### src/tinker_cfg.svh
// Core constants. TINKER_DMEM_WORDS must be a power of two because data addresses wrap on it
`ifndef TINKER_CFG_SVH
`define TINKER_CFG_SVH

`define TINKER_XLEN        64          // Data word width
`define TINKER_AW          32          // PC and address width
`define TINKER_NREGS       32
`define TINKER_RESET_PC    32'h2000
`define TINKER_STACK_INIT  64'h10000   // r31 after reset

// Depth in 64-bit words
`define TINKER_DMEM_WORDS  512

`endif

### src/tinker_isa_pkg.sv
// Opcode encodings and field types for the integer subset of Tinker without div, call or return
package tinker_isa_pkg;

    // Opcode sits in bits 31:27
    typedef enum logic [4:0] {
        OP_AND    = 5'h00,
        OP_OR     = 5'h01,
        OP_XOR    = 5'h02,
        OP_NOT    = 5'h03,   // rt ignored
        OP_SHFTR  = 5'h04,
        OP_SHFTRI = 5'h05,
        OP_SHFTL  = 5'h06,
        OP_SHFTLI = 5'h07,
        OP_BR     = 5'h08,   // pc = rd
        OP_BRR_R  = 5'h09,   // pc += rd
        OP_BRR_L  = 5'h0a,   // pc += sext(L)
        OP_BRNZ   = 5'h0b,
        OP_BRGT   = 5'h0e,
        OP_LOAD   = 5'h10,   // mov rd, (rs)(L)
        OP_MOV    = 5'h11,   // mov rd, rs
        OP_MOV_L  = 5'h12,   // mov rd, L
        OP_STORE  = 5'h13,   // mov (rd)(L), rs
        OP_ADD    = 5'h18,
        OP_ADDI   = 5'h19,
        OP_SUB    = 5'h1a,
        OP_SUBI   = 5'h1b,
        OP_MUL    = 5'h1c
    } opcode_t;

    // rd, rs and rt live in bits 26:22, 21:17 and 16:12
    typedef logic [4:0] reg_addr_t;

    typedef logic [11:0] imm_t;   // Literal L in bits 11:0

endpackage

### src/tinker_core_pkg.sv
// Internal types of the core with word and address widths taken from tinker_cfg.svh
`include "tinker_cfg.svh"

package tinker_core_pkg;

    typedef logic [`TINKER_XLEN-1:0] word_t;
    typedef logic [`TINKER_AW-1:0]   addr_t;

    // Immediate forms take zero-extended L as second operand
    typedef enum logic [3:0] {
        ALU_ADD, ALU_SUB, ALU_MUL,
        ALU_AND, ALU_OR, ALU_XOR, ALU_NOT,
        ALU_SHR, ALU_SHL,
        ALU_PASS,     // mov rd, rs
        ALU_INS_LO,   // L into bits 11:0
        ALU_ADDI, ALU_SUBI, ALU_SHRI, ALU_SHLI
    } alu_op_t;

    typedef enum logic [2:0] {
        CLS_ALU, CLS_LOAD, CLS_STORE, CLS_BRANCH, CLS_NONE
    } op_class_t;

    // Next-PC selection for branch class
    typedef enum logic [2:0] {
        BR_ABS,       // a
        BR_REL_REG,   // pc + a
        BR_REL_IMM,   // pc + sext(L)
        BR_NZ,        // b if a != 0
        BR_GT         // b if a > b, signed
    } br_kind_t;

endpackage

### src/tinker_decode.sv
`timescale 1ns/100ps
// Decode stage holding one instruction. instr_valid is dropped while busy and bad opcodes do nothing
module tinker_decode (
    input  logic                        clk,
    input  logic                        reset,
    input  logic [31:0]                 instr,
    input  logic                        instr_valid,
    input  logic                        ex_valid,
    input  logic                        wb_valid,
    output logic                        busy,
    output logic                        dec_valid,
    output tinker_isa_pkg::reg_addr_t   rd,
    output tinker_isa_pkg::reg_addr_t   ra,
    output tinker_isa_pkg::reg_addr_t   rb,
    output tinker_isa_pkg::imm_t        imm,
    output tinker_core_pkg::op_class_t  op_class,
    output tinker_core_pkg::alu_op_t    alu_op,
    output tinker_core_pkg::br_kind_t   br_kind
);
    tinker_isa_pkg::opcode_t    opcode;
    tinker_isa_pkg::reg_addr_t  f_rd;
    tinker_isa_pkg::reg_addr_t  f_rs;
    tinker_isa_pkg::reg_addr_t  f_rt;
    tinker_isa_pkg::reg_addr_t  ra_n;
    tinker_isa_pkg::reg_addr_t  rb_n;
    tinker_core_pkg::op_class_t class_n;
    tinker_core_pkg::alu_op_t   alu_n;
    tinker_core_pkg::br_kind_t  br_n;
    logic                       accept;

    assign opcode = tinker_isa_pkg::opcode_t'(instr[31:27]);
    assign f_rd   = instr[26:22];
    assign f_rs   = instr[21:17];
    assign f_rt   = instr[16:12];
    assign busy   = dec_valid | ex_valid | wb_valid;   // One instruction in flight
    assign accept = instr_valid & ~busy;

    // Operation class, ALU op and branch kind
    always_comb begin
        class_n = tinker_core_pkg::CLS_ALU;
        alu_n   = tinker_core_pkg::ALU_PASS;
        br_n    = tinker_core_pkg::BR_ABS;
        case (opcode)
            tinker_isa_pkg::OP_ADD:    alu_n = tinker_core_pkg::ALU_ADD;
            tinker_isa_pkg::OP_ADDI:   alu_n = tinker_core_pkg::ALU_ADDI;
            tinker_isa_pkg::OP_SUB:    alu_n = tinker_core_pkg::ALU_SUB;
            tinker_isa_pkg::OP_SUBI:   alu_n = tinker_core_pkg::ALU_SUBI;
            tinker_isa_pkg::OP_MUL:    alu_n = tinker_core_pkg::ALU_MUL;
            tinker_isa_pkg::OP_AND:    alu_n = tinker_core_pkg::ALU_AND;
            tinker_isa_pkg::OP_OR:     alu_n = tinker_core_pkg::ALU_OR;
            tinker_isa_pkg::OP_XOR:    alu_n = tinker_core_pkg::ALU_XOR;
            tinker_isa_pkg::OP_NOT:    alu_n = tinker_core_pkg::ALU_NOT;
            tinker_isa_pkg::OP_SHFTR:  alu_n = tinker_core_pkg::ALU_SHR;
            tinker_isa_pkg::OP_SHFTRI: alu_n = tinker_core_pkg::ALU_SHRI;
            tinker_isa_pkg::OP_SHFTL:  alu_n = tinker_core_pkg::ALU_SHL;
            tinker_isa_pkg::OP_SHFTLI: alu_n = tinker_core_pkg::ALU_SHLI;
            tinker_isa_pkg::OP_MOV:    alu_n = tinker_core_pkg::ALU_PASS;
            tinker_isa_pkg::OP_MOV_L:  alu_n = tinker_core_pkg::ALU_INS_LO;
            tinker_isa_pkg::OP_LOAD:   class_n = tinker_core_pkg::CLS_LOAD;
            tinker_isa_pkg::OP_STORE:  class_n = tinker_core_pkg::CLS_STORE;
            tinker_isa_pkg::OP_BR,
            tinker_isa_pkg::OP_BRR_R,
            tinker_isa_pkg::OP_BRR_L,
            tinker_isa_pkg::OP_BRNZ,
            tinker_isa_pkg::OP_BRGT:   class_n = tinker_core_pkg::CLS_BRANCH;
            default:                   class_n = tinker_core_pkg::CLS_NONE;
        endcase
        case (opcode)
            tinker_isa_pkg::OP_BRR_R:  br_n = tinker_core_pkg::BR_REL_REG;
            tinker_isa_pkg::OP_BRR_L:  br_n = tinker_core_pkg::BR_REL_IMM;
            tinker_isa_pkg::OP_BRNZ:   br_n = tinker_core_pkg::BR_NZ;
            tinker_isa_pkg::OP_BRGT:   br_n = tinker_core_pkg::BR_GT;
            default:                   br_n = tinker_core_pkg::BR_ABS;
        endcase
    end

    // Read ports default to rs and rt
    always_comb begin
        ra_n = f_rs;
        rb_n = f_rt;
        case (opcode)
            tinker_isa_pkg::OP_ADDI, tinker_isa_pkg::OP_SUBI,
            tinker_isa_pkg::OP_SHFTRI, tinker_isa_pkg::OP_SHFTLI,
            tinker_isa_pkg::OP_MOV_L,
            tinker_isa_pkg::OP_BR, tinker_isa_pkg::OP_BRR_R:
                ra_n = f_rd;
            tinker_isa_pkg::OP_BRNZ, tinker_isa_pkg::OP_BRGT:
                rb_n = f_rd;   // Branch target
            tinker_isa_pkg::OP_STORE: begin
                ra_n = f_rd;   // Base
                rb_n = f_rs;   // Value
            end
            default: ;
        endcase
    end

    always_ff @(posedge clk or posedge reset) begin
        if (reset) begin
            dec_valid <= 1'b0;
        end else begin
            dec_valid <= accept;
        end
    end

    always_ff @(posedge clk) begin
        if (accept) begin
            rd       <= f_rd;
            ra       <= ra_n;
            rb       <= rb_n;
            imm      <= instr[11:0];
            op_class <= class_n;
            alu_op   <= alu_n;
            br_kind  <= br_n;
        end
    end

endmodule

### config.mk
export PLATFORM = sky130hd
export DESIGN_NAME = tinker_decode
export DESIGN_NICKNAME = d
export VERILOG_FILES = /design/src/tinker_isa_pkg.sv /design/src/tinker_core_pkg.sv /design/src/tinker_decode.sv
export VERILOG_INCLUDE_DIRS = /design/src
export SDC_FILE = /design/constraint.sdc
export NUM_CORES = 1
export LEC_CHECK = 0
export BUFFER_PORTS_ARGS = -buffer_cell sky130_fd_sc_hd__buf_2
export CAP_MARGIN = 10
export CORE_AREA = 3 3 62 64
export DETAILED_ROUTE_END_ITERATION = 10
export DIE_AREA = 0 0 65 67
export GPL_TIMING_DRIVEN = 0
export PLACE_DENSITY_LB_ADDON = 0.2
export REMOVE_ABC_BUFFERS = 1
export SYNTH_ARGS = -nofsm -noshare
export SYNTH_HDL_FRONTEND = slang
export SYNTH_SLANG_ARGS = --single-unit
### constraint.sdc
create_clock -name clk -period 8.4 [get_ports clk]
set_clock_uncertainty 0.1 [all_clocks]
set_input_delay 2.1 -clock clk [delete_from_list [all_inputs] [get_ports clk]]
set_output_delay 2.1 -clock clk [all_outputs]
set_load 0.02 [all_outputs]
---- Word level (Yosys, flattened, before mapping) ----
Index checks and enable logic that the tools add are counted.
word-level totals
  output and inout port bits .............. 39
  flip-flop bits (word level) ............. 38
  logic and storage cells ................. 43
  input port bits ......................... 37
operators by class
  reduce and logical (&&, ||, !) cells .... 5
  bitwise gates (word level) .............. 4
  equal/unequal tests ..................... 21
  muxes and demuxes ....................... 5
operators by type and width
  operator                                                          count
  4-bit one-hot mux with 14 select lines                            1
  5-bit == test (second input constant)                             9
  5-bit by 4-bit == test with 1-bit output (second input constant)  5
  3-bit one-hot mux with 4 select lines                             2
  5-bit by 3-bit == test with 1-bit output (second input constant)  4
  15-bit OR reduction                                               1
  5-bit by 2-bit == test with 1-bit output (second input constant)  2
  5-bit one-hot mux with 2 select lines                             1
  8-bit OR reduction                                                1
  5-bit by 1-bit == test with 1-bit output (second input constant)  1
  5-bit logical NOT                                                 1
  5-bit two-way mux                                                 1
  5-bit OR reduction                                                1
  1-bit bitwise OR                                                  2
  2-bit OR reduction                                                1
  1-bit bitwise AND                                                 1
  1-bit NOT                                                         1

---- Longest topological paths before layout ----
  depth in word-level cells ............... 4
  mapped depth ............................ 5
  gate-level depth less buffers ........... 4

---- Worst setup path after synthesis ----
Ideal clock, no wire load.
  kind .................................... input to output
  start point ............................. input ex_valid
  end point ............................... output busy
  data arrival time ....................... 2572 ps
  slack ................................... 3628 ps
  cell stages on the path ................. 1
  buffers on the path ..................... 0
  path through ............................ or3_1
between the ends
  longest elaborated chain between the ends .. 2
ends and longest elaborated chain
  element                        RTL line             text
  from (decl)                    tinker_decode.sv:8   input logic ex_valid,
  1-bit bitwise OR (2 in a row)  tinker_decode.sv:35  assign busy = dec_valid | ex_valid | wb_valid;
  to (decl)                      tinker_decode.sv:10  output logic busy,
No other way between the ends.

---- Worst setup path in the final report ----
Same ends and word-level chain as after synthesis.

==> results.md <==
- Htree depth: 2
- Max_cap viols: 0
- Clock slew at reported path FFs: 0.10 ns
- Cell variety after synth: 32
- Status: complete, no violations
- CP Capture Type: output pin
- Clock root cell: clkbuf_4
- Post-layout util: 0.634
- Top-area cell type share of the netlist area: 0.683
- Normalized max-slew margin: 0.696
- Setup TNS: 0 ns
- Worst slew pin tran: 0.454 ns
- TritonCTS Sinks: 38
- Period minus WS final: 4.99 ns
- R2r endpoint: imm[3]$_DFFE_PP_
- Hold Crit Endpoint: dec_valid$_DFF_PP0_
- CTS Buf Count: 5
- DRT iter0 DRCs: 66
- Hold_sp: dec_valid$_DFF_PP0_
- CP max FO: 2
- Gr usage total: 0.154
- Final worst path period share: 0.594
- Placement Cell Area: 2070 µm²
- Die Height: 67 µm
- Post-CTS setup buffers: 0
- Post_cts resized: 0
- Die width: 65 µm
- Skew-Pair Late Insertion Delay: 0.33 ns
- Finished Cell Area: 2120 µm²
- Critical-path top delay cell: or3_1
- CP startpoint kind: primary input
- Core Area: 3340 µm²
- Register bit total from synthesis: 38
- DR pass1 iterations: 4
- Global-route wire length before repair: 4950 µm
- Syn-to-layout area delta: 30.0%
- Grt ovf: 0
- Buf+Inv Stages, Crit Path: 2
- Via count: 1186
- Layout cells sized above 1: 0.492
- Synth area leader: edfxtp_1
- Fill count: 265
- Final net count: 227
- Worst R2R Start: dec_valid$_DFF_PP0_
- Ys async rst share: 0.0263
- Max stage delay on crit path: 0.41 ns
- Worst VDD drop: 0.0933 mV
- Starting Density: 0.488
- CTS tree: yes
- P_leak: 0.000883 µW
- Ant. Diodes: 0
- CTS Hold Bufs: 0
- Drt total wl: 3150 µm
- Post-DRT Antenna Nets: 0
- Mapped Area: 1630 µm²
- Reg2reg path depth: 3
- Seq/Total Area, Yosys: 0.698
- Pin count of the biggest net entering global routing: 26
- DP Wirelength: 2330 µm
- Synth warn: 0
- Row count: 21
- GPL Wtd Cong: 0.782
- Max frequency: 201 MHz
- Hold Path Class: flip-flop to flip-flop
- Vias/cell: 5.00
- Number of synthesized flops with an enable pin: 37
- Avg WL per Cell: 13.3 µm
- CP most frequent cell: buf_2
- Number of global-route vias before repair: 1113
- Area of the die: 4360 µm²
- Critical-path cell list: buf_2 > or3_1 > buf_2
- Post-Synthesis Cells: 113
- Num ports: 76
- Port Buffers: 75
- Initial antenna violation count: 0
- Required time of the critical path: 6.20 ns
- Top cells by area, synth: edfxtp_1, mux2_2, a22o_1
- Mapped Avg Cell Area: 14.4 µm²
- DRC: 0
- Main synth FF type: edfxtp_1
- CP arrival: 2.79 ns
- Hold Crit Depth: 2
- Final hold violations: 0
- Max Buffers Root-to-Sink: 2
- Max-slew violations: 0
- Pwr/cell area: 166 nW/µm²
- Final setup fails: 0
- Cell family with most CP delay: simple AND/OR/NAND/NOR gates
- RSZ-0062 raised after global routing: false
- R2R Setup Slk: 6.62 ns
- Critical setup path kind: primary input to output pin
==> metrics by stage <==
stage | setup slack (ns) | cells | hold slack (ns) | total power (µW)
after floorplan | 3.63 | 107 | 1.30 | 247
after global placement | 3.16 | 228 | 1.16 | 267
after detailed placement | 3.41 | 229 | 0.557 | 269
after CTS | 3.41 | 237 | 0.574 | 355
after global routing | 3.38 | 237 | 0.623 | 367
final | 3.41 | 237 | 0.569 | 351
==> logic make-up (layout without fill, tap and decap cells) <==
logic type / count (synthesis) / in the layout / synth area share
multiplexers: 7 / 7 / 0.0477
buffers and inverters: 10 / 88 / 0.0277
flip-flops: 38 / 38 / 0.698
AO/OA/AOI/OAI: 27 / 27 / 0.120
AND/OR/NAND/NOR: 30 / 30 / 0.101
XOR/XNOR: 1 / 1 / 0.00538
==> routing by layer <==
| metal | share of wire | GRT usage | up-vias |
|---|---|---|---|
| met2 | 0.48 | 0.253 | 51 |
| met1 | 0.41 | 0.178 | 543 |
| li1 | - | - | 587 |
| met5 | 0 | 0 | - |
| met3 | 0.094 | 0.0641 | 5 |
| met4 | 0.015 | 0.0633 | 0 |
==> state kept, by name (all words and copies together) (netlist names) <==
signal and cells:
op_class 3, rd 5, rb 5, br_kind 3, imm 12, ra 5, dec_valid 1, alu_op 4
==> Yosys cell counts (2+ instances only) <==
cell,count
edfxtp_1,37
a21oi_1,8
nor2_1,8
mux2_2,6
a21o_1,5
a22o_1,5
nand2_1,5
inv_1,4
nand2b_1,4
buf_2,3
nor3_1,3
clkbuf_1,2
nand3_1,2
o21ai_0,2
o32ai_1,2
==> power by group <==
part / internal (µW) / leakage (µW) / switching [µW]
registers: 215 / 0.000349 / 1.15
clock network: 31.4 / 0.0000297 / 54.5
logic: 20.1 / 0.000504 / 28.0
total: 267 / 0.000883 / 83.7
==> worst min-delay path: cells and delay by family, from the launching register on <==
| family | cells | cell delay [ns] |
|---|---|---|
| DFF | 1 | 0.35 |
| and+or+nand+nor | 2 | 0.27 |
==> placed cells by master (no fill, tap or decap), types with 2 or more instances in the layout <==
| master | synthesis | layout |
|---|---|---|
| a21o_1 | 5 | 5 |
| o32ai_1 | 2 | 2 |
| o21ai_0 | 2 | 2 |
| nand2_1 | 5 | 5 |
| nand3_1 | 2 | 2 |
| a21oi_1 | 8 | 8 |
| a22o_1 | 5 | 5 |
| edfxtp_1 | 37 | 37 |
| clkbuf_4 | 0 | 5 |
| nor2_1 | 8 | 7 |
| inv_1 | 4 | 4 |
| nor3_1 | 3 | 3 |
| nand2b_1 | 4 | 4 |
| mux2_2 | 6 | 6 |
| buf_2 | 3 | 75 |
==> worst max-delay path by stage <==
stage,from,end,cells after the start
4_1_cts,ex_valid,busy,3
2_1_floorplan,ex_valid,busy,1
5_1_grt,ex_valid,busy,3
3_3_place_gp,ex_valid,ra[2]$_DFFE_PP_,3
3_5_place_dp,ex_valid,busy,3
6_report,ex_valid,busy,3
==> cell type report <==
type / instances / area [µm²] / share of cell area
clock inverters: 2 / 8.76 / 0.00414
multi-input cells: 65 / 454 / 0.215
well taps: 46 / 57.6 / 0.0272
repair buffers: 76 / 403 / 0.190
inverters: 4 / 15.0 / 0.00710
clock buffers: 6 / 41.3 / 0.0195
flip-flops and latches: 38 / 1140 / 0.537
Power figures use the tool's default switching activity.
